`src/flash_fetch_pkg.sv`:
```
package flash_fetch_pkg;

  // instruction word address from the requester
  typedef logic [14:0] fetch_addr_t;

  // byte address on the serial flash
  typedef logic [23:0] flash_addr_t;

  // one instruction word, big-endian on the flash
  typedef logic [15:0] instr_t;

  // one byte on the spi bus
  typedef logic [7:0] spi_byte_t;

  // standard slow READ opcode
  localparam spi_byte_t READ_CMD = 8'h03;

  // engine states, one per byte on the wire plus idle and done
  typedef enum logic [2:0] {
    IDLE,
    CMD,
    ADDR_HI,
    ADDR_MID,
    ADDR_LO,
    DATA_HI,
    DATA_LO,
    DONE
  } rd_state_t;

endpackage
```
`src/flash_rd_if.sv`:
```
interface flash_rd_if import flash_fetch_pkg::*; ();

  // request side
  logic        start;
  flash_addr_t byte_addr;
  logic        busy;

  // result side
  logic        done;
  instr_t      data;
  logic        slot_free;

  modport req (
    output start,
    output byte_addr,
    input  busy
  );

  modport engine (
    input  start,
    input  byte_addr,
    input  slot_free,
    output busy,
    output done,
    output data
  );

  modport resp (
    input  done,
    input  data,
    output slot_free
  );

endinterface

```
`src/flash_fetch_top.sv`:
```
module flash_fetch_top import flash_fetch_pkg::*; #(
  parameter flash_addr_t FLASH_BASE = 24'h10_0000
) (
  input  logic        clk,
  input  logic        rst_n,

  // fetch requests
  input  logic        req_valid,
  input  fetch_addr_t req_addr,
  output logic        req_ready,

  // instruction words out
  output logic        resp_valid,
  output instr_t      resp_data,
  input  logic        resp_ready,

  // serial flash
  output logic        spi_cs,
  output logic        spi_sclk,
  output logic        spi_mosi,
  input  logic        spi_miso
);

  flash_rd_if rd_bus ();

  fetch_req_stage #(
    .FLASH_BASE (FLASH_BASE)
  ) u_req (
    .clk        (clk),
    .rst_n      (rst_n),
    .req_valid  (req_valid),
    .req_addr   (req_addr),
    .req_ready  (req_ready),
    .rd         (rd_bus.req)
  );

  spi_read_engine u_engine (
    .clk        (clk),
    .rst_n      (rst_n),
    .rd         (rd_bus.engine),
    .spi_cs     (spi_cs),
    .spi_sclk   (spi_sclk),
    .spi_mosi   (spi_mosi),
    .spi_miso   (spi_miso)
  );

  fetch_resp_stage u_resp (
    .clk        (clk),
    .rst_n      (rst_n),
    .rd         (rd_bus.resp),
    .resp_valid (resp_valid),
    .resp_data  (resp_data),
    .resp_ready (resp_ready)
  );

endmodule

```
`src/fetch_resp_stage.sv`:
```
module fetch_resp_stage import flash_fetch_pkg::*; (
  input  logic     clk,
  input  logic     rst_n,
  flash_rd_if.resp rd,
  output logic     resp_valid,
  output instr_t   resp_data,
  input  logic     resp_ready
);

  logic   full;
  instr_t data_q;
  logic   accept;

  // consumer takes the word this cycle
  assign accept = full && resp_ready;

  // a slot being drained can be refilled on the same edge
  assign rd.slot_free = !full || resp_ready;

  always_ff @(posedge clk) begin
    if (!rst_n) begin
      full <= 1'b0;
    end else if (rd.done) begin
      full <= 1'b1;
    end else if (accept) begin
      full <= 1'b0;
    end
  end

  always_ff @(posedge clk) begin
    if (rd.done) begin
      data_q <= rd.data;
    end
  end

  assign resp_valid = full;
  assign resp_data  = data_q;

endmodule

```
`src/spi_read_engine.sv`:
```
module spi_read_engine import flash_fetch_pkg::*; (
  input  logic       clk,
  input  logic       rst_n,
  flash_rd_if.engine rd,
  output logic       spi_cs,
  output logic       spi_sclk,
  output logic       spi_mosi,
  input  logic       spi_miso
);

  localparam int CNT_W = 4;
  localparam logic [CNT_W-1:0] BYTE_BITS = 4'd8;

  rd_state_t        state;
  rd_state_t        state_d;
  logic [CNT_W-1:0] bit_cnt;
  spi_byte_t        shreg;
  spi_byte_t        tx_byte;
  flash_addr_t      addr_q;
  instr_t           data_q;
  logic             shifting;
  logic             byte_load;
  logic             accept;
  logic             done_pulse;

  // bits left in the current byte
  assign shifting = (bit_cnt != '0);

  assign accept     = (state == IDLE) && rd.start;
  assign done_pulse = (state == DONE) && rd.slot_free;

  // each byte state waits for its 8 bits, then one cycle to step on
  always_comb begin
    state_d = state;
    case (state)
      IDLE: begin
        if (rd.start) begin
          state_d = CMD;
        end
      end
      CMD: begin
        if (!shifting) begin
          state_d = ADDR_HI;
        end
      end
      ADDR_HI: begin
        if (!shifting) begin
          state_d = ADDR_MID;
        end
      end
      ADDR_MID: begin
        if (!shifting) begin
          state_d = ADDR_LO;
        end
      end
      ADDR_LO: begin
        if (!shifting) begin
          state_d = DATA_HI;
        end
      end
      DATA_HI: begin
        if (!shifting) begin
          state_d = DATA_LO;
        end
      end
      DATA_LO: begin
        if (!shifting) begin
          state_d = DONE;
        end
      end
      DONE: begin
        // hold the word until the result stage can take it
        if (rd.slot_free) begin
          state_d = IDLE;
        end
      end
      default: begin
        state_d = IDLE;
      end
    endcase
  end

  // a fresh byte starts on every step into a shifting state
  assign byte_load = (state_d != state) && (state_d != IDLE) && (state_d != DONE);

  // outgoing byte for the state being entered, msb first
  always_comb begin
    case (state_d)
      CMD:      tx_byte = READ_CMD;
      ADDR_HI:  tx_byte = addr_q[23:16];
      ADDR_MID: tx_byte = addr_q[15:8];
      ADDR_LO:  tx_byte = addr_q[7:0];
      default:  tx_byte = '0;
    endcase
  end

  // mode 3 bus: sclk idles high, mosi moves on the fall, miso sampled on the rise
  always_ff @(posedge clk) begin
    if (!rst_n) begin
      state    <= IDLE;
      bit_cnt  <= '0;
      spi_cs   <= 1'b1;
      spi_sclk <= 1'b1;
      spi_mosi <= 1'b0;
    end else begin
      state <= state_d;
      if (byte_load) begin
        bit_cnt <= BYTE_BITS;
      end else if (shifting) begin
        if (spi_sclk) begin
          spi_sclk <= 1'b0;
          spi_mosi <= shreg[7];
        end else begin
          spi_sclk <= 1'b1;
          bit_cnt  <= bit_cnt - 1'b1;
        end
      end
      if (accept) begin
        spi_cs <= 1'b0;
      end else if (done_pulse) begin
        spi_cs <= 1'b1;
      end
    end
  end

  always_ff @(posedge clk) begin
    if (accept) begin
      addr_q <= rd.byte_addr;
    end
    if (byte_load) begin
      shreg <= tx_byte;
    end else if (shifting && !spi_sclk) begin
      shreg <= {shreg[6:0], spi_miso};
    end
    // first byte in is the upper half
    if (!shifting && (state == DATA_HI)) begin
      data_q[15:8] <= shreg;
    end
    if (!shifting && (state == DATA_LO)) begin
      data_q[7:0] <= shreg;
    end
  end

  assign rd.busy = (state != IDLE);
  assign rd.done = done_pulse;
  assign rd.data = data_q;

endmodule

```
`src/fetch_req_stage.sv`:
```
module fetch_req_stage import flash_fetch_pkg::*; #(
  parameter flash_addr_t FLASH_BASE = 24'h10_0000
) (
  input  logic        clk,
  input  logic        rst_n,
  input  logic        req_valid,
  input  fetch_addr_t req_addr,
  output logic        req_ready,
  flash_rd_if.req     rd
);

  logic        pend_valid;
  flash_addr_t pend_addr;
  flash_addr_t byte_offset;
  logic        accept;
  logic        issue;

  // two bytes per instruction word
  assign byte_offset = flash_addr_t'({req_addr, 1'b0});

  // single holding slot, so no new request while one is waiting
  assign req_ready = !pend_valid;
  assign accept    = req_valid && req_ready;

  // hand the request over as soon as the engine is idle
  assign issue = pend_valid && !rd.busy;

  always_ff @(posedge clk) begin
    if (!rst_n) begin
      pend_valid <= 1'b0;
    end else if (accept) begin
      pend_valid <= 1'b1;
    end else if (issue) begin
      pend_valid <= 1'b0;
    end
  end

  always_ff @(posedge clk) begin
    if (accept) begin
      pend_addr <= FLASH_BASE + byte_offset;
    end
  end

  assign rd.start     = issue;
  assign rd.byte_addr = pend_addr;

endmodule

```
`config.mk`:
```
export PLATFORM = sky130hd
export DESIGN_NAME = flash_fetch_top
export DESIGN_NICKNAME = d
export VERILOG_FILES = /design/src/flash_fetch_pkg.sv /design/src/flash_rd_if.sv /design/src/flash_fetch_top.sv /design/src/fetch_resp_stage.sv /design/src/spi_read_engine.sv /design/src/fetch_req_stage.sv
export SDC_FILE = /design/constraint.sdc
export NUM_CORES = 1
export LEC_CHECK = 0
export CAP_MARGIN = 20
export CELL_PAD_IN_SITES_DETAIL_PLACEMENT = 0
export CELL_PAD_IN_SITES_GLOBAL_PLACEMENT = 1
export CORE_MARGIN = 4
export CORE_UTILIZATION = 45
export DETAILED_ROUTE_END_ITERATION = 6
export DONT_BUFFER_PORTS = 1
export GPL_TIMING_DRIVEN = 0
export HOLD_SLACK_MARGIN = 0.08
export PLACE_DENSITY_LB_ADDON = 0.1
export SLEW_MARGIN = 20
export SYNTH_ARGS = -nofsm -noshare
export SYNTH_HDL_FRONTEND = slang
export SYNTH_SLANG_ARGS = --single-unit
```
`constraint.sdc`:
```
create_clock -name clk -period 3.6 [get_ports clk]
set_input_delay 0.18 -clock clk [delete_from_list [all_inputs] [get_ports clk]]
set_output_delay 0.18 -clock clk [all_outputs]
set_load 0.01 [all_outputs]
```
==> flow_summary_export.csv <==
group,metric,value,unit
synth,synth_cell_types,43,
clocking,cts_root_buffer,"clkbuf_8",
synth,async_flop_share,0,%
critical_path,critPathMaxFanout,10,
global_routing,antenna_found_initial,0,
floorplan,fp.dieH,89.7,um
outcome,status,"complete, no violations",
power,p_leak,1.19,nW
clocking,cts_tree,"done",
synth,yosys_warnings,0,
critical_path,cp.required,3.57,ns
placement,dpl.hpwl,3.27,mm
drt,drt_iter0_drc,49,
drt,drc,0,
sta,setup_viol_count_final,0,
global_routing,grt_pass1_vias,1550,
global_routing,grtUsageTotal,13.2,%
finish,n_antenna_cell,0,
clocking,cts-resized-gates,0,
min_path,hold_path.class,"in -> reg",
finish,final_common_cell,"edfxtp_1",
floorplan,io-pin-count,41,
global_routing,use_met1,16.6,%
synth,ys.flop_type,"edfxtp_1",
synth,yosysTopAreaCellShare,70.1,%
synth,synth_edf_count,70,
power,ir_drop,310,uV
floorplan,fp.coreArea,6420,um2
sta,finalCriticalPeriod,2.73,ns
drt,ant_nets,0,
clocking,h-tree-depth,3,
placement,gp_congestion,0.811,
sta,slew_viol_final,0,
global_routing,grt_util_met3,4.38,%
synth,yosysSeqAreaShare,78.1,%
synth,synth_area_leaders,"edfxtp_1 (70%), dfxtp_1 (8.0%), o21ai_0 (1.8%)",
sta,fmax,367,MHz
synth,synth_area,3000,um2
sta,tightest_slew,0.821,ns
clocking,cts_buffers,9,
sta,fin_skew,0.00745,ns
power,p_total,2.65,mW
critical_path,startpoint_type,"flop",
global_routing,grtUsageMet2,20.0,%
sta,finalHoldViolCount,0,
global_routing,busiest_layer,"met2",
power,power_density,758,nW/um2
sta,maxSlewHeadroom,45.2,%
drt,routed_wl,4.76,mm
synth,yosys_register_bits,82,
global_routing,grt_max_degree,18,
floorplan,fp.dieW,89.7,um
drt,vias,1598,
finish,instances_no_fill,302,
synth,syn-num-nets,210,
clocking,cts_buffer_depth,2,
placement,dp.cells,269,
critical_path,endpoint_kind,"flop",
placement,portBuffers,0,
sta,rsz0062_at_grt,"no",
critical_path,critPathKind,"reg -> reg",
critical_path,cp.arrival,2.70,ns
clocking,cts.sinks,82,
clocking,cts.reportedPaths.clkPinSlew,0.08,ns
finish,mostFrequentLayoutCells,"edfxtp_1 (70), dlygate4sd3_1 (18), dfxtp_1 (12)",
drt,viasPerCell,5.29,
finish,syn2layout_area_growth,16.8,%
sta,period_share,75.8,%
job,cap_violations,0,
finish,drive_above_1_share,13.8,%
floorplan,rows,29,
floorplan,initial_core_util,46.7,%
finish,fin_nets,242,
synth,synth_top_area_cell,"edfxtp_1",
global_routing,grt.overflow.total,0,
synth,netlist_instances,189,
clocking,clock_latency,0.34,ns
drt,drt-pass1-iter-count,4,
critical_path,ff2ff_path_depth,6,
drt,wire_per_inst,15.8,um
global_routing,grt_pass1_wl,7.57,mm
min_path,worstHoldPathCells,3,
synth,avgSynthCellArea,15.9,um2
floorplan,die-area,8040,um2
[power breakdown]
group          internal, mW  switching (mW)  leakage, nW  total, mW
logic                 0.268           0.402        0.355      0.670
registers              1.26          0.0981        0.747       1.36
clock network         0.319           0.307       0.0933      0.625
total                  1.85           0.807         1.19       2.65
[path summary, 6_finish.rpt]
path                                from                  end  slack (ns)
setup / recovery     u_engine.bit_cnt[0]  u_engine.rd.data[7]        0.87
hold / removal                resp_ready    u_engine.state[0]        0.16
setup reg to reg     u_engine.bit_cnt[0]  u_engine.rd.data[7]        0.87
hold reg to reg   u_req.rd.byte_addr[13]  u_engine.addr_q[13]        0.42
[area by class of cell]
type / count / area, um2
Clock inverter: 6 / 67.6
Buffer: 10 / 51.3
Clock buffer: 9 / 124
Tap cell: 77 / 96.3
Fill cell: 526 / 2920
Sequential cell: 82 / 2340
Multi-Input combinational cell: 91 / 606
Inverter: 6 / 22.5
Timing Repair Buffer: 21 / 195
[per-layer routing]
layer	share of wire, %	up-vias
li1	-	782
met1	45	768
met2	50	44
met3	4.1	4
met4	0.71	0
met5	0	-
[cell families (layout without fill, tap and decap cells)]
kind of cell	Yosys count	count (layout)	synth area share (%)
XOR/XNOR	1	1	0.292
flip-flops	82	82	78.1
buffers and inverters	16	52	2.46
AO/OA/AOI/OAI	37	37	8.80
multiplexers	3	3	1.00
AND/OR/NAND/NOR	48	48	8.63
adder cells (fa/ha/maj)	2	2	0.751
[stage by stage]
| stage | hold WS (ns) | setup TNS [ns] | util (%) | setup slack, ns | instance area, um2 |
|---|---|---|---|---|---|
| 2_1_floorplan | 0.279 | 0 | - | 0.558 | 3000 |
| 3_3_place_gp | 0.279 | -2.16 | 48.2 | -0.354 | 3100 |
| 3_5_place_dp | 0.279 | 0 | 48.7 | 0.883 | 3130 |
| 4_1_cts | 0.131 | 0 | 54.5 | 0.856 | 3500 |
| 5_1_grt | 0.168 | 0 | 54.6 | 0.688 | 3500 |
| 6_report | 0.156 | 0 | 54.6 | 0.873 | 3500 |
[critical path: stages (launching register included)]
cell,delay [ns]
dfxtp_1,0.31
inv_1,0.08
ha_1,0.23
nor3b_2,0.57
clkbuf_1,0.46
nand2_1,0.16
nor3_2,0.54
[registers in the layout, indices dropped and copies added, names as in the netlist]
name and count:
u_resp.resp_valid 1, u_engine.spi_cs 1, u_engine.spi_sclk 1, u_engine.state 3
u_engine.shreg 8, u_resp.resp_data 16, u_engine.addr_q 15, u_engine.rd.data 16
u_req.pend_valid 1, u_engine.bit_cnt 4, u_engine.spi_mosi 1, u_req.rd.byte_addr 15
[synth_stat cells, types with 2 or more instances]
| library cell | n |
|---|---|
| mux2i_1 | 3 |
| and2_1 | 5 |
| nor3_1 | 4 |
| inv_1 | 6 |
| nand3_1 | 3 |
| a21oi_1 | 8 |
| clkbuf_1 | 6 |
| and3_1 | 3 |
| edfxtp_1 | 70 |
| o21ai_0 | 11 |
| nand2_1 | 9 |
| nand2b_1 | 2 |
| dfxtp_1 | 12 |
| and3_2 | 2 |
| buf_2 | 2 |
| nor2b_1 | 3 |
| nor2_1 | 11 |
| a221o_1 | 4 |
[timing repair]
action                    in CTS  in global routing
hold buffers                  18                  0
buffers inserted               0                  0
hold endpoints to repair      19                  0
No activity file was read; power rests on OpenSTA's default activity.
